## src/mpu_irq_pkg.sv

```systemverilog
`default_nettype none

package mpu_irq_pkg;

	// interrupt sources seen by the controller, source 0 is "none"
	localparam int IRQ_N = 32;

	// interval timers, timer n drives source PIT_IRQ_BASE+n
	localparam int PIT_N = 4;
	localparam int PIT_IRQ_BASE = 28;

	// timer register index, address bits 3:2
	typedef enum logic [1:0] {
		PIT_RELOAD = 2'd0,
		PIT_COUNT  = 2'd1,
		PIT_CTRL   = 2'd2
	} pit_reg_e;

	// interrupt controller register index, address bits 3:2
	typedef enum logic [1:0] {
		PIC_ENABLE  = 2'd0,
		PIC_PENDING = 2'd1,
		PIC_CAUSE   = 2'd2
	} pic_reg_e;

endpackage

`default_nettype wire

```

## src/mpu_bus_pkg.sv

```systemverilog
`default_nettype none

// ==========================================================
// shared bus definitions
// one 32-bit bus from the arbiter to every target
// ==========================================================

package mpu_bus_pkg;

	// address and data widths of the bus and of every channel
	localparam int BUS_AW = 32;
	localparam int BUS_DW = 32;

	// transfer direction, carried with every request
	typedef enum logic {
		BUS_READ  = 1'b0,
		BUS_WRITE = 1'b1
	} bus_op_e;

	// top address byte of the I/O page
	localparam logic [7:0] IO_PAGE = 8'hFE;

	// device select inside the I/O page, address bits 15:12
	localparam logic [3:0] IO_SEL_PIT = 4'h0;
	localparam logic [3:0] IO_SEL_PIC = 4'h1;

endpackage

`default_nettype wire
```

## src/mpu_top.sv

```systemverilog
`timescale 1ns/10ps
`default_nettype none

module mpu_top
	import mpu_bus_pkg::*;
	import mpu_irq_pkg::*;
#(
	parameter int CHANNELS = 4
)
(
	input wire logic clk_i,
	input wire logic reset_i,
	// requester channels
	input wire logic [CHANNELS-1:0] req_valid_i,
	input wire bus_op_e [CHANNELS-1:0] req_op_i,
	input wire logic [CHANNELS-1:0][BUS_AW-1:0] req_adr_i,
	input wire logic [CHANNELS-1:0][BUS_DW-1:0] req_dat_i,
	output logic [CHANNELS-1:0] req_ready_o,
	output logic [CHANNELS-1:0] rsp_valid_o,
	output logic [BUS_DW-1:0] rsp_dat_o,
	// external memory
	output logic mem_req_valid_o,
	input wire logic mem_req_ready_i,
	output bus_op_e mem_op_o,
	output logic [BUS_AW-1:0] mem_adr_o,
	output logic [BUS_DW-1:0] mem_dat_o,
	input wire logic mem_rsp_valid_i,
	input wire logic [BUS_DW-1:0] mem_rsp_dat_i,
	// interrupts and timers
	input wire logic [IRQ_N-1:0] irq_bus_i,
	input wire logic [PIT_N-1:0] gate_i,
	output logic [PIT_N-1:0] pit_out_o,
	output logic irq_o,
	output logic [$clog2(IRQ_N)-1:0] cause_o
);

logic bus_valid;
bus_op_e bus_op;
logic [BUS_AW-1:0] bus_adr;
logic [BUS_DW-1:0] bus_dat;
logic bus_ack;
logic [BUS_DW-1:0] bus_rdat;
logic io_page;
logic pit_sel;
logic pic_sel;
logic mem_sel;
logic mem_issued_q;
logic pit_ack;
logic pic_ack;
logic [BUS_DW-1:0] pit_rdat;
logic [BUS_DW-1:0] pic_rdat;
logic [PIT_N-1:0] pit_irq;
logic [IRQ_N-1:0] iirq;

mpu_arbiter #(
	.CHANNELS(CHANNELS)
) u_arb (
	.clk_i(clk_i),
	.reset_i(reset_i),
	.req_valid_i(req_valid_i),
	.req_op_i(req_op_i),
	.req_adr_i(req_adr_i),
	.req_dat_i(req_dat_i),
	.req_ready_o(req_ready_o),
	.rsp_valid_o(rsp_valid_o),
	.rsp_dat_o(rsp_dat_o),
	.bus_valid_o(bus_valid),
	.bus_op_o(bus_op),
	.bus_adr_o(bus_adr),
	.bus_dat_o(bus_dat),
	.bus_ack_i(bus_ack),
	.bus_rdat_i(bus_rdat)
);

// ==========================================================
// address decode
// ==========================================================

assign io_page = (bus_adr[31:24] == IO_PAGE);
assign pit_sel = io_page && (bus_adr[15:12] == IO_SEL_PIT);
assign pic_sel = io_page && (bus_adr[15:12] == IO_SEL_PIC);
// unclaimed I/O addresses fall through to memory as well
assign mem_sel = ~pit_sel & ~pic_sel;

mpu_pit u_pit (
	.clk_i(clk_i),
	.reset_i(reset_i),
	.sel_i(pit_sel),
	.valid_i(bus_valid),
	.op_i(bus_op),
	.adr_i(bus_adr),
	.dat_i(bus_dat),
	.ack_o(pit_ack),
	.rdat_o(pit_rdat),
	.gate_i(gate_i),
	.out_o(pit_out_o),
	.irq_o(pit_irq)
);

mpu_pic u_pic (
	.clk_i(clk_i),
	.reset_i(reset_i),
	.sel_i(pic_sel),
	.valid_i(bus_valid),
	.op_i(bus_op),
	.adr_i(bus_adr),
	.dat_i(bus_dat),
	.ack_o(pic_ack),
	.rdat_o(pic_rdat),
	.irq_src_i(iirq),
	.irq_o(irq_o),
	.cause_o(cause_o)
);

// ==========================================================
// memory port
// ==========================================================

// request side drops once memory has taken it
always_ff @(posedge clk_i)
	if (reset_i)
		mem_issued_q <= 1'b0;
	else if (bus_ack)
		mem_issued_q <= 1'b0;
	else if (mem_req_valid_o && mem_req_ready_i)
		mem_issued_q <= 1'b1;

assign mem_req_valid_o = bus_valid & mem_sel & ~mem_issued_q;
assign mem_op_o = bus_op;
assign mem_adr_o = bus_adr;
assign mem_dat_o = bus_dat;

// response from whichever target owns the cycle
assign bus_ack = pit_ack | pic_ack | (bus_valid & mem_sel & mem_rsp_valid_i);

always_comb
	if (pic_ack)
		bus_rdat = pic_rdat;
	else if (pit_ack)
		bus_rdat = pit_rdat;
	else
		bus_rdat = mem_rsp_dat_i;

// timer interrupts sit at the top of the source range
always_comb
begin
	iirq = irq_bus_i;
	iirq[PIT_IRQ_BASE +: PIT_N] = irq_bus_i[PIT_IRQ_BASE +: PIT_N] | pit_irq;
end

// a stalled memory request keeps its address until taken
a_mem_hold: assert property (@(posedge clk_i) disable iff (reset_i)
	mem_req_valid_o && !mem_req_ready_i |=> mem_req_valid_o && $stable(mem_adr_o));

endmodule

`default_nettype wire

```

## src/mpu_pic.sv

```systemverilog
`timescale 1ns/10ps
`default_nettype none

module mpu_pic
	import mpu_bus_pkg::*;
	import mpu_irq_pkg::*;
(
	input wire logic clk_i,
	input wire logic reset_i,
	input wire logic sel_i,
	input wire logic valid_i,
	input wire bus_op_e op_i,
	input wire logic [BUS_AW-1:0] adr_i,
	input wire logic [BUS_DW-1:0] dat_i,
	output logic ack_o,
	output logic [BUS_DW-1:0] rdat_o,
	input wire logic [IRQ_N-1:0] irq_src_i,
	output logic irq_o,
	output logic [$clog2(IRQ_N)-1:0] cause_o
);

localparam int CW = $clog2(IRQ_N);

logic [IRQ_N-1:0] src_q;
logic [IRQ_N-1:0] enable_q;
logic [IRQ_N-1:0] pending_q;
logic [IRQ_N-1:0] rise;
logic [IRQ_N-1:0] pend_en;
logic [IRQ_N-1:0] ack_clr;
pic_reg_e reg_sel;
logic access;

assign reg_sel = pic_reg_e'(adr_i[3:2]);
assign access = sel_i & valid_i & ~ack_o;

// ==========================================================
// edge capture and priority
// ==========================================================

// rising edges only, source 0 never latches
assign rise = irq_src_i & ~src_q & {{(IRQ_N - 1){1'b1}}, 1'b0};

assign pend_en = pending_q & enable_q;

// highest numbered source wins
always_comb
begin
	cause_o = '0;
	for (int i = 1; i < IRQ_N; i++)
		if (pend_en[i])
			cause_o = CW'(i);
end

// reading the cause register acknowledges that source
always_comb
begin
	ack_clr = '0;
	if (access && op_i == BUS_READ && reg_sel == PIC_CAUSE)
		ack_clr[cause_o] = 1'b1;
end

always_ff @(posedge clk_i)
begin
	if (reset_i)
	begin
		src_q <= '0;
		enable_q <= '0;
		pending_q <= '0;
		irq_o <= 1'b0;
		ack_o <= 1'b0;
	end
	else
	begin
		src_q <= irq_src_i;
		// a new edge on the acknowledged source keeps it pending
		pending_q <= (pending_q & ~ack_clr) | rise;
		irq_o <= |pend_en;
		ack_o <= access;
		// pending and cause ignore writes
		if (access && op_i == BUS_WRITE && reg_sel == PIC_ENABLE)
			enable_q <= dat_i[IRQ_N-1:0];
	end
end

// ==========================================================
// register read
// ==========================================================

always_ff @(posedge clk_i)
	if (access)
		case (reg_sel)
		PIC_ENABLE:  rdat_o <= BUS_DW'(enable_q);
		PIC_PENDING: rdat_o <= BUS_DW'(pending_q);
		PIC_CAUSE:   rdat_o <= BUS_DW'(cause_o);
		default:     rdat_o <= '0;
		endcase

endmodule

`default_nettype wire

```

## src/mpu_pit.sv

```systemverilog
`timescale 1ns/10ps
`default_nettype none

module mpu_pit
	import mpu_bus_pkg::*;
	import mpu_irq_pkg::*;
(
	input wire logic clk_i,
	input wire logic reset_i,
	input wire logic sel_i,
	input wire logic valid_i,
	input wire bus_op_e op_i,
	input wire logic [BUS_AW-1:0] adr_i,
	input wire logic [BUS_DW-1:0] dat_i,
	output logic ack_o,
	output logic [BUS_DW-1:0] rdat_o,
	input wire logic [PIT_N-1:0] gate_i,
	output logic [PIT_N-1:0] out_o,
	output logic [PIT_N-1:0] irq_o
);

localparam int TW = $clog2(PIT_N);

// per-timer state
logic [BUS_DW-1:0] reload_q [PIT_N];
logic [BUS_DW-1:0] count_q [PIT_N];
// ctrl bit 0 enable, bit 1 auto-reload, bit 2 interrupt enable
logic [2:0] ctrl_q [PIT_N];

logic [TW-1:0] tmr_sel;
pit_reg_e reg_sel;
logic access;

// bits 5:4 pick the timer, bits 3:2 the register
assign tmr_sel = adr_i[4 +: TW];
assign reg_sel = pit_reg_e'(adr_i[3:2]);

// first cycle of a bus cycle aimed here
assign access = sel_i & valid_i & ~ack_o;

// ==========================================================
// bus slave
// ==========================================================

always_ff @(posedge clk_i)
	if (reset_i)
		ack_o <= 1'b0;
	else
		ack_o <= access;

always_ff @(posedge clk_i)
	if (access)
		case (reg_sel)
		PIT_RELOAD: rdat_o <= reload_q[tmr_sel];
		PIT_COUNT:  rdat_o <= count_q[tmr_sel];
		PIT_CTRL:   rdat_o <= {{(BUS_DW - 3){1'b0}}, ctrl_q[tmr_sel]};
		default:    rdat_o <= '0;
		endcase

// ==========================================================
// counters
// ==========================================================

always_ff @(posedge clk_i)
begin
	if (reset_i)
	begin
		for (int n = 0; n < PIT_N; n++)
		begin
			reload_q[n] <= '0;
			count_q[n] <= '0;
			ctrl_q[n] <= '0;
		end
		out_o <= '0;
		irq_o <= '0;
	end
	else
	begin
		for (int n = 0; n < PIT_N; n++)
		begin
			out_o[n] <= 1'b0;
			irq_o[n] <= 1'b0;
			// gate low freezes the count
			if (ctrl_q[n][0] && gate_i[n])
			begin
				if (count_q[n] == '0)
				begin
					out_o[n] <= 1'b1;
					irq_o[n] <= ctrl_q[n][2];
					// periodic mode reloads, one-shot stops
					if (ctrl_q[n][1])
						count_q[n] <= reload_q[n];
					else
						ctrl_q[n][0] <= 1'b0;
				end
				else
					count_q[n] <= count_q[n] - 1'b1;
			end
		end
		// a bus write takes priority over the counter in the same cycle
		if (access && op_i == BUS_WRITE)
			case (reg_sel)
			PIT_RELOAD:
				begin
					reload_q[tmr_sel] <= dat_i;
					count_q[tmr_sel] <= dat_i;
				end
			PIT_CTRL:
				ctrl_q[tmr_sel] <= dat_i[2:0];
			// count is read-only
			default: ;
			endcase
	end
end

// the bus cycle is still presented when the answer goes back
a_ack_held: assert property (@(posedge clk_i) disable iff (reset_i)
	ack_o |-> sel_i && valid_i);

endmodule

`default_nettype wire

```

## src/mpu_arbiter.sv

```systemverilog
`timescale 1ns/10ps
`default_nettype none

module mpu_arbiter
	import mpu_bus_pkg::*;
#(
	parameter int CHANNELS = 4
)
(
	input wire logic clk_i,
	input wire logic reset_i,
	// requester side, one slot per channel
	input wire logic [CHANNELS-1:0] req_valid_i,
	input wire bus_op_e [CHANNELS-1:0] req_op_i,
	input wire logic [CHANNELS-1:0][BUS_AW-1:0] req_adr_i,
	input wire logic [CHANNELS-1:0][BUS_DW-1:0] req_dat_i,
	output logic [CHANNELS-1:0] req_ready_o,
	output logic [CHANNELS-1:0] rsp_valid_o,
	output logic [BUS_DW-1:0] rsp_dat_o,
	// shared bus side
	output logic bus_valid_o,
	output bus_op_e bus_op_o,
	output logic [BUS_AW-1:0] bus_adr_o,
	output logic [BUS_DW-1:0] bus_dat_o,
	input wire logic bus_ack_i,
	input wire logic [BUS_DW-1:0] bus_rdat_i
);

localparam int CW = (CHANNELS > 1) ? $clog2(CHANNELS) : 1;

typedef enum logic [1:0] {
	ARB_IDLE,
	ARB_BUS,
	ARB_RESP
} arb_state_e;

arb_state_e state_q;
logic [CW-1:0] ptr_q;
logic [CW-1:0] own_q;
logic [CW-1:0] win_idx;
logic win_found;
bus_op_e op_q;
logic [BUS_AW-1:0] adr_q;
logic [BUS_DW-1:0] dat_q;
logic [BUS_DW-1:0] rdat_q;

// ==========================================================
// round-robin pick
// ==========================================================

// first valid channel at or after the pointer, wrapping around
always_comb
begin
	int j;
	win_found = 1'b0;
	win_idx = ptr_q;
	for (int i = 0; i < CHANNELS; i++)
	begin
		j = int'(ptr_q) + i;
		if (j >= CHANNELS)
			j = j - CHANNELS;
		if (!win_found && req_valid_i[j])
		begin
			win_found = 1'b1;
			win_idx = CW'(j);
		end
	end
end

// only the winner sees ready, everyone else stays stalled
always_comb
begin
	req_ready_o = '0;
	if (state_q == ARB_IDLE && win_found)
		req_ready_o[win_idx] = 1'b1;
end

// ==========================================================
// bus ownership
// ==========================================================

always_ff @(posedge clk_i)
begin
	if (reset_i)
	begin
		state_q <= ARB_IDLE;
		ptr_q <= '0;
		own_q <= '0;
	end
	else
	begin
		case (state_q)
		ARB_IDLE:
			if (win_found)
			begin
				state_q <= ARB_BUS;
				own_q <= win_idx;
			end
		ARB_BUS:
			// hold the cycle until the target answers
			if (bus_ack_i)
				state_q <= ARB_RESP;
		ARB_RESP:
			begin
				state_q <= ARB_IDLE;
				// next round starts just past the channel served
				ptr_q <= (own_q == CW'(CHANNELS - 1)) ? '0 : own_q + 1'b1;
			end
		default:
			state_q <= ARB_IDLE;
		endcase
	end
end

// request payload, captured at the handshake
always_ff @(posedge clk_i)
	if (state_q == ARB_IDLE && win_found)
	begin
		op_q <= req_op_i[win_idx];
		adr_q <= req_adr_i[win_idx];
		dat_q <= req_dat_i[win_idx];
	end

// read data captured with the ack
always_ff @(posedge clk_i)
	if (state_q == ARB_BUS && bus_ack_i)
		rdat_q <= bus_rdat_i;

assign bus_valid_o = (state_q == ARB_BUS);
assign bus_op_o = op_q;
assign bus_adr_o = adr_q;
assign bus_dat_o = dat_q;

// one-cycle response pulse to the owner only
always_comb
begin
	rsp_valid_o = '0;
	if (state_q == ARB_RESP)
		rsp_valid_o[own_q] = 1'b1;
end

assign rsp_dat_o = rdat_q;

// a target answers only inside a bus cycle
a_ack_in_cycle: assert property (@(posedge clk_i) disable iff (reset_i)
	bus_ack_i |-> bus_valid_o);

// a channel that is not taken keeps its request on the port
for (genvar c = 0; c < CHANNELS; c++)
begin : g_req_hold
	a_req_hold: assert property (@(posedge clk_i) disable iff (reset_i)
		req_valid_i[c] && !req_ready_o[c] |=> req_valid_i[c] && $stable(req_adr_i[c]));
end

endmodule

`default_nettype wire

```

## config.mk

```make
export PLATFORM = sky130hd
export DESIGN_NAME = mpu_top
export DESIGN_NICKNAME = d
export VERILOG_FILES = /design/src/mpu_irq_pkg.sv /design/src/mpu_bus_pkg.sv /design/src/mpu_top.sv /design/src/mpu_pic.sv /design/src/mpu_pit.sv /design/src/mpu_arbiter.sv
export SDC_FILE = /design/constraint.sdc
export NUM_CORES = 1
export LEC_CHECK = 0
export BUFFER_PORTS_ARGS = -buffer_cell sky130_fd_sc_hd__buf_2
export CAP_MARGIN = 20
export CORE_ASPECT_RATIO = 2
export CORE_MARGIN = 1.5
export CORE_UTILIZATION = 45
export CTS_CLUSTER_DIAMETER = 100
export CTS_CLUSTER_SIZE = 40
export DETAILED_ROUTE_END_ITERATION = 8
export PLACE_DENSITY = 0.69
export SLEW_MARGIN = 30
export SYNTH_ARGS = -nofsm -noshare
export SYNTH_HDL_FRONTEND = slang
export SYNTH_SLANG_ARGS = --single-unit
```

## constraint.sdc

```tcl
create_clock -name clk_i -period 7.73 [get_ports clk_i]
set_input_delay 0.3865 -clock clk_i [delete_from_list [all_inputs] [get_ports clk_i]]
set_output_delay 0.3865 -clock clk_i [all_outputs]
set_load 0.1 [all_outputs]
```

**Word level (Yosys, flattened, before mapping)**

Memory sizes are Yosys's and may differ from the RTL's. A register that Yosys moved wholly into a read port is not among the register bits.
Cells that the tools add are included.

- Register bits after elaboration: 275
- Output and inout bits: 116
- Memories kept: 3
- Memory bits (writable): 268
- Bits of input ports: 336
- Word-level logic and storage cells: 314

- Equal/unequal tests: 9
- Reduce and logical (&&, ||, !) cells: 43
- Bitwise gates (word level): 43
- Add/subtract/negate cells: 12
- Multiplexer cells: 166
- Order comparisons: 14

Memories:

| memory | depth | bits a word | rd ports | clocked after memory_dff | write ports | RTL line | source |
|---|---|---|---|---|---|---|---|
| u_pit.count_q | 4 | 32 | 5 | 1 | 5 | mpu_pit.sv:26 | `logic [BUS_DW-1:0] count_q [PIT_N];` |
| u_pit.reload_q | 4 | 32 | 5 | 1 | 4 | mpu_pit.sv:25 | `logic [BUS_DW-1:0] reload_q [PIT_N];` |
| u_pit.ctrl_q | 4 | 3 | 5 | 1 | 5 | mpu_pit.sv:28 | `logic [2:0] ctrl_q [PIT_N];` |

Operators by type and width:

| cell | count |
|---|---|
| 2-to-1 mux 32 bit | 18 |
| one-hot mux 32 bit (3 select lines) | 2 |
| 2-to-1 mux 5 bit | 30 |
| binary-select mux 32 bit (select 2 bit) | 2 |
| logical NOT 32 bit | 4 |
| < comparator 32 x 4 -> 1 bit (second input constant) | 4 |
| subtractor 32 x 1 -> 32 bit (second input constant) | 4 |
| AND 32 bit | 3 |
| greater-or-equal comparator 32 x 4 -> 1 bit (second input constant) | 3 |
| subtractor 32 x 4 -> 32 bit (second input constant) | 3 |
| 2-to-1 mux 1 bit | 92 |
| NOT 32 bit | 2 |
| OR reduction 32 bit | 2 |
| bitwise OR 32 bit | 1 |
| 2-to-1 mux 2 bit | 11 |
| logical AND 1 bit | 20 |
| NOT 1 bit | 14 |
| bitwise OR 1 bit | 14 |
| OR reduction 3 bit | 4 |
| binary-select mux 1 bit (select 2 bit) | 5 |
| OR reduction 2 bit | 5 |
| AND 1 bit | 8 |
| == test 8 bit (second input constant) | 1 |
| 2-to-1 mux 4 bit | 2 |
| 21 further kinds | 33 |

**Longest topological paths before layout**

Gate-level depths: netlist of run 1.

- Word-level depth: 40
- Gate-level depth with buffers: 9
- Gate-level depth less buffers: 8

**Cells and area by module**

Synthesis of run 1 repeated with hierarchy kept, for this count alone.

- Cell total of the unflattened synthesis: 2771
- Area, all modules: 29394.4 um2

Modules (own cells, without submodules):

| module | area each (um2) | times used | cells an instance |
|---|---|---|---|
| mpu_pit | 17561.8 | 1 | 1526 |
| mpu_pic | 5586.6 | 1 | 592 |
| mpu_arbiter | 5392.7 | 1 | 526 |
| mpu_top | 853.3 | 1 | 127 |

**Worst setup path before layout of run 1**

Ideal clock, no wire load.

- Kind: register -> register
- Start: register u_arb.adr_q[30], in the netlist u_arb.bus_adr_o[30]
- End: memory u_pit.count_q[3][0], enable pin
- Library setup time: 0.428 ns
- Path slack: 1.059 ns
- Data arrival time: 6.243 ns
- Clock period less this slack: 6.671 ns
- Stages on the path, launching flop included: 5
- Buffers on the path: 0
- Cell sequence: edfxtp_1 > nor3b_1 > nand4_1 > o41ai_1 > o21bai_1

RTL lines:

| element | RTL line | source |
|---|---|---|
| start: declaration | mpu_arbiter.sv:43 | `logic [BUS_AW-1:0] adr_q;` |
| start signal: assignment | mpu_arbiter.sv:120 | `adr_q <= req_adr_i[win_idx];` |
| end: declaration | mpu_pit.sv:26 |  |

==> results of run 1 <==
cells in the final DEF, fill, tap and decap left out, types with 45 or more instances in the layout:
cell type,count
buf_4,54
edfxtp_1,429
mux2i_1,125
buf_2,449
xnor2_1,45
dfxtp_1,111
and2_1,209
a211oi_1,76
nor2_1,204
nor2b_1,59
xor2_1,54
a21oi_1,103
o21ai_0,111
mux4_2,67
nor3_1,79
nand2_1,319
a31oi_1,71
routing by layer:
| layer | vias up | GRT usage [%] | part of all wire, % |
|---|---|---|---|
| li1 | 10700 | - | - |
| met5 | - | 0 | 0 |
| met1 | 11300 | 32.0 | 34 |
| met4 | 0 | 19.4 | 7.5 |
| met3 | 296 | 3.19 | 6.7 |
| met2 | 1202 | 55.1 | 52 |
sequential cells by signal (all words and copies together) (netlist names), 12 cells and up, named ones only:
register,flops
u_pic.rdat_o,32
u_arb.bus_dat_o,32
u_pic.pending_q,32
u_pit.count_q,128
u_pic.enable_q,32
u_pit.ctrl_q,12
u_pic.src_q,31
u_arb.bus_adr_o,32
u_pit.rdat_o,32
u_pit.reload_q,128
u_arb.rsp_dat_o,32
power by group:
part / leakage (nW) / switching, mW / internal, mW / total, mW
combinational: 6.80 / 0.962 / 0.436 / 1.40
clock: 0.230 / 0.895 / 0.431 / 1.33
sequential: 5.27 / 0.244 / 3.33 / 3.58
total: 12.3 / 2.10 / 4.20 / 6.30
per-stage QoR:
step,util (%),hold WS (ns),setup WS [ns],area (um2),std cells
2_1_floorplan,-,0.412,1.06,29000,2708
3_3_place_gp,50.3,0.417,3.11,32100,3837
3_5_place_dp,50.4,0.429,3.06,32100,3838
4_1_cts,51.1,0.000602,2.99,32600,3867
5_1_grt,51.1,0.0137,2.80,32600,3869
6_report,51.1,0.0101,3.02,32600,3871
cell type report:
cell class / instances / area (um2) / share of cell area, %
Sequential cell: 544 / 15200 / 46.6
Multi-Input combinational cell: 1961 / 13100 / 40.3
Timing Repair Buffer: 504 / 2660 / 8.17
Tap cell: 798 / 998 / 3.06
Clock buffer: 28 / 467 / 1.43
Inverter: 31 / 118 / 0.361
Clock inverter: 1 / 16.3 / 0.0499
Antenna cell: 4 / 10.0 / 0.0307
worst min path at each step:
stage                                from                             end  slack (ns)  cells after the start
4_1_cts                      irq_bus_i[1]       u_pic.src_q[1]$_SDFF_PP0_      0.0006                      2
3_3_place_gp   u_pic.src_q[29]$_SDFF_PP0_  u_pic.pending_q[29]$_SDFF_PP0_        0.42                      1
3_5_place_dp   u_pic.src_q[29]$_SDFF_PP0_  u_pic.pending_q[29]$_SDFF_PP0_        0.43                      1
2_1_floorplan  u_pic.src_q[29]$_SDFF_PP0_  u_pic.pending_q[29]$_SDFF_PP0_        0.41                      1
6_report                     irq_bus_i[1]       u_pic.src_q[1]$_SDFF_PP0_        0.01                      2
5_1_grt                     irq_bus_i[18]      u_pic.src_q[18]$_SDFF_PP0_        0.01                      2
critical path, stage by stage, from the launching register on:
cell,delay (ns)
edfxtp_1,0.74
or3b_1,0.58
or3_1,0.47
or4_1,0.51
nor2_1,0.14
buf_4,0.34
or2_2,0.17
buf_4,0.42
a21o_1,0.54
buf_4,0.40
synth_stat cells (27+ instances only):
cell and instances:
nor4_1 45, edfxtp_1 429, nor3_1 82, a31oi_1 71
clkbuf_1 143, o21ai_0 111, o21bai_1 45, nor2b_1 60
mux4_2 67, a22oi_1 27, a21oi_1 104, xor2_1 54
nor2_1 208, inv_1 31, and2_1 209, xnor2_1 45
dfxtp_1 115, nand3_1 29, mux2i_1 125, nand2_1 320
a211oi_1 76, a21o_1 29
logic make-up (layout without fill, tap and decap cells):
kind of cell / after synthesis / in the layout / synth area share (%)
AND/OR/NAND/NOR: 1082 / 1082 / 18.7
other: 0 / 4 / 0
adder cells (fa/ha/maj): 11 / 11 / 0.475
XOR/XNOR: 99 / 99 / 2.99
flip-flops: 544 / 544 / 52.4
AO/OA/AOI/OAI: 572 / 572 / 13.0
multiplexers: 197 / 197 / 9.71
buffers and inverters: 203 / 564 / 2.73
==> flow_summary.toml, run 1 <==
[synth]
ys_seq_area_share_pct = 52.4
synth-edff-count = 429
yosys_warnings = 0
synthCells = 2708
syn_avg_cell_area_um2 = 10.7
synthArstFlopShare_pct = 0
ys_seq_elements = 544
synth.top_cell.area_share_pct = 44.4
yosysUniqueCellTypes = 74
synth_ff_type = "edfxtp_1"
syn_nets = 3055
syn_area_um2 = 29000
yosysTopAreaCell = "edfxtp_1"
synth.area.top_cells = "edfxtp_1 44%, dfxtp_1 7.9%, mux4_2 5.2%, and2_1 4.5%, mux2i_1 4.3%"

[timing]
period_needed_ns = 4.71
rsz0062_at_grt = "false"
slew_headroom_pct = 31.4
finalCritPeriodShare_pct = 60.9
finClkSkew_ns = 0.0340
final.setup.tns_ns = 0
max_freq_mhz = 212
drv_slew = 0
max_slew.worst_pin.slew_ns = 1.03
finalSetupViolCount = 0
hold_violations = 0

[drt]
finalWirelength_um = 100000
drt-vias-per-instance = 6.09
wl_per_cell_um = 25.9
drt_pass1_iterations = 5
drtIter0Drc = 1751
drcViolationCount = 0
via_count = 23600
ant_nets = 0

[floorplan]
die_area_um2 = 66100
num_rows = 131
core_um2 = 63800
die_width_um = 183
start_util_pct = 45.5
fp.dieH_um = 362
ios = 452

[setup_path]
reg2reg_slack_ns = 3.02
end_kind = "flop"
critical_path_arrival_ns = 4.96
r2r_start = "u_arb.bus_adr_o[3]$_DFFE_PP_"
reg2reg_depth = 9
crit_path_end = "u_pit.count_q[2][21]$_DFFE_PP_"
reg2reg_to = "u_pit.count_q[2][21]$_DFFE_PP_"
cp.required_ns = 7.98
crit_start = "u_arb.bus_adr_o[3]$_DFFE_PP_"
path_max_fanout = 33
critPathKind = "flop to flop"
start_kind = "flop"

[final_layout]
drive_gt1_share_pct = 21.3
fin_nets = 3406
nFillCells = 5771
area_growth_pct = 12.4

[cts]
clock-root-buffer = "clkbuf_16"
cts.sinks = 544
clk_latency_ns = 0.59
clockBufferDepth = 3
cts_setup_buffers = 0
cts_buffers = 17
tritoncts = "built"
clkTransAtPathRegs_ns = 0.15
ctsHoldBuffers = 0
cts-resized-gates = 0
cts_htree_levels = 1

[power_and_ir_drop]
power_mw = 6.30
leakagePower_nw = 12.3
peakVddDrop_mv = 0.134
p_per_area_nw_per_um2 = 193

[grt]
grt_pass1_vias = 23500
grt.total_usage_pct = 29.9
antenna_found_initial = 5
grt_pass1_wl_um = 146000
globalRoute.totalOverflow = 0
grt_max_degree = 93

[min_path]
min_path_type = "input pin to flop"

[placement]
portBuffers = 450
dp_hpwl_um = 77500
gp_congestion = 0.987

[flow_run]
drv_cap = 0

[status]
status = "finished clean"
Note: power is estimated with default switching activity, not from simulation.
==> run 2, diff against run 1 <==
Settings changed: ABC_AREA set to 1, PLACE_DENSITY 0.69 to 0.71.
Clock period 7.73 ns to 3.95 ns, I/O delays scaled along.
==> flow_summary.toml, run 2 <==
[drt]
drt-vias-per-instance = 6.03
ant_nets = 0
drtIter0Drc = 3198
drt_pass1_iterations = 6
wl_per_cell_um = 26.0
dr_wl_met3_um = 12000
drcViolationCount = 0
via_count = 29600
finalWirelength_um = 127000
top_layer = "met5"
wl_met2_um = 59700
wl_met1_um = 42500

[synth]
yosysTopAreaCell = "edfxtp_1"
synthTopCellsByCount = "453 x nor2_1, 429 x edfxtp_1, 382 x nand2_1, 354 x inv_1, 312 x o21ai_0"
synthCells = 3443
synth_top_family_by_area = "simple AND/OR/NAND/NOR gates"
synthXorXnorAreaFrac_pct = 2.15
syn_area_um2 = 29300
synthAdderAreaFrac_pct = 0.470
yosysUniqueCellTypes = 59
synth-compound-area-share_pct = 16.7
synthSimpleGateAreaFrac_pct = 20.9
syn_avg_cell_area_um2 = 8.50
synth-edff-count = 429
synthArstFlopShare_pct = 0
synth_ff_type = "edfxtp_1"
synth.area.top_cells = "edfxtp_1 44%, dfxtp_1 7.9%, nor2_1 5.8%, o21ai_0 5.3%, nand2_1 4.9%"
synth.top_cell.area_share_pct = 44.0
ys_seq_elements = 544
yosys_warnings = 0
ys_seq_area_share_pct = 51.9
synth.area.mux_share_pct = 0
syn_nets = 3790
synth.most_common_cell = "nor2_1"

[floorplan]
fp.dieH_um = 364
die_width_um = 183
die_area_um2 = 66700
core_um2 = 64600
start_util_pct = 45.3
ios = 452
num_rows = 132

[setup_path]
cp.required_ns = 4.33
crit_buf_inv = 4
reg2reg_slack_ns = 0.18
critPathKind = "flop to flop"
crit_path_cell_trace = "nor2_1, inv_1, nor4_1, nand3_1, nor2_1, inv_1, o21ai_0, nor2_1, clkinv_1, buf_12, a21oi_1, o21ai_0, o21ai_0"
r2r_start = "u_pit.count_q[1][19]$_DFFE_PP_"
start_kind = "flop"
path_max_fanout = 14
crit_start = "u_pit.count_q[1][19]$_DFFE_PP_"
slowest_delay_ns = 0.64
path_delay_family = "simple AND/OR/NAND/NOR gates"
end_kind = "flop"
path_depth = 13
slowest_stage = "nor4_1"
critical_path_arrival_ns = 4.15
reg2reg_depth = 13

[final_layout]
fin_nets = 4360
drive_gt1_share_pct = 19.3
area_growth_pct = 23.1
reg_top3 = "u_pit.count_q: 128 flops, u_pit.reload_q: 128 flops"
utilization_pct = 55.8
mostFrequentLayoutCell = "buf_2"
instances_no_fill = 4901
nFillCells = 6009
layout_common_cells = "447 x buf_2, 441 x nor2_1, 429 x edfxtp_1, 380 x nand2_1, 352 x inv_1"

[grt]
globalRoute.totalOverflow = 0
grt_max_degree = 134
grt_pass1_wl_um = 185000
grt_pass1_vias = 29100
grt.total_usage_pct = 38.0
antenna_found_initial = 12

[timing]
final.setup.tns_ns = 0
finalSetupViolCount = 0
max_slew.worst_pin.slew_ns = 1.03
max_freq_mhz = 265
hold_violations = 1
finClkSkew_ns = 0.0442
fin_worst_hold_slack_ns = -0.00417
period_needed_ns = 3.77
finalCritPeriodShare_pct = 95.5
setup_slack_ns = 0.176
rsz0062_at_grt = "false"
slew_headroom_pct = 29.6
drv_slew = 0

[cts]
clk_latency_ns = 0.61
cts_htree_levels = 1
cts_buffers = 17
cts.sinks = 544
tritoncts = "built"
clkTransAtPathRegs_ns = 0.18
clockBufferDepth = 3
clock-root-buffer = "clkbuf_16"

[placement]
gp_congestion = 1.04
dp_hpwl_um = 90600
pre_cts_slack_ns = 0.438
placed_cells = 4642
portBuffers = 450

[status]
status = "finished with violations"
violations = "hold timing"

[power_and_ir_drop]
leakagePower_nw = 14.4
comb_power_share_pct = 34.2
p_per_area_nw_per_um2 = 412
peakVddDrop_mv = 0.574
pwr-share-clk_pct = 17.8
p_int_mw = 8.77
switching_power_mw = 6.08
p_sw_share_pct = 40.9
seqPwrFrac_pct = 48.0

[flow_run]
drv_cap = 0

[min_path]
min_path_type = "input pin to flop"
min_from = "req_adr_i[36]"
hold_path_depth = 5
## run 2: cell types whose count changed after synthesis, sizes merged, moves of 67 or more
cell	change
nor2	+275
a21oi	+123
inv	+346
o21ai	+209
mux2i	-125
and2	-209
nand3	+252
o22ai	+95
mux4	-67
nand2	+72
## run 2: power by group through the flow
| stage | logic (mW) | clock network [mW] | registers [mW] |
|---|---|---|---|
| finish | 5.08 | 2.64 | 7.13 |
| global route | 5.32 | 2.79 | 7.13 |
| CTS | 4.96 | 2.64 | 7.10 |
| detailed placement | 4.59 | 0 | 7.22 |
| global placement | 4.56 | 0 | 7.23 |
| floorplan | 1.99 | 0 | 8.13 |
## run 2: area by class of cell
type                            instances  area [um2]  share of cell area, %
Multi-Input combinational cell       2295       12400                   34.5
Timing Repair Buffer                  765        5350                   14.9
Tap cell                              871        1090                   3.03
Clock buffer                           27         463                   1.29
Sequential cell                       544       15200                   42.2
Inverter                              390        1470                   4.07
Clock inverter                          2        21.3                 0.0591
Antenna cell                            7        17.5                 0.0486
## run 2: routing by layer
layer  global-route usage, %  vias up
li1                        -    13100
met1                    42.6    14000
met2                    62.6     1924
met3                    6.87      561
met4                    32.1        2
met5                       0        -
## run 2: kinds of logic after synthesis
kind of cell	count (synthesis)
buffers and inverters	604
AOI/OAI and AO/OA	843
xor gates and xnor gates	72
DFF	544
and+or+nand+nor	1369
adders and majority gates	11
## run 2: final timing paths
kind / end
max: u_pit.count_q[1][18]$_DFFE_PP_
min reg2reg: u_pic.pending_q[31]$_SDFF_PP0_
min: flop
max reg2reg: u_pit.count_q[1][18]$_DFFE_PP_
## run 2: per-stage QoR
step | hold slack [ns] | total power, mW | cell area (um2)
CTS | 0.00328 | 14.7 | 36000
detailed placement | 0.420 | 11.8 | 33300
global route | 0.0262 | 15.2 | 36000
finish | -0.00417 | 14.9 | 36000
floorplan | 0.316 | 10.1 | 30100
global placement | 0.420 | 11.8 | 33300
## run 2: timing repair
item                       in CTS  in global routing
hold buffers                  220                  0
gates resized for setup         0                  1
setup buffers                   0                  3
hold endpoints to repair      146                  0
setup endpoints to repair       0                 35
## run 2: worst register-to-register path, cell delays in order (launching register included)
cell      delay, ns
edfxtp_1       0.42
nor2_1         0.44
inv_1          0.12
nor4_1         0.64
nand3_1        0.13
nor2_1         0.46
inv_1          0.18
o21ai_0        0.30
nor2_1         0.12
clkinv_1       0.25
buf_12         0.20
a21oi_1        0.08
o21ai_0        0.10
o21ai_0        0.10
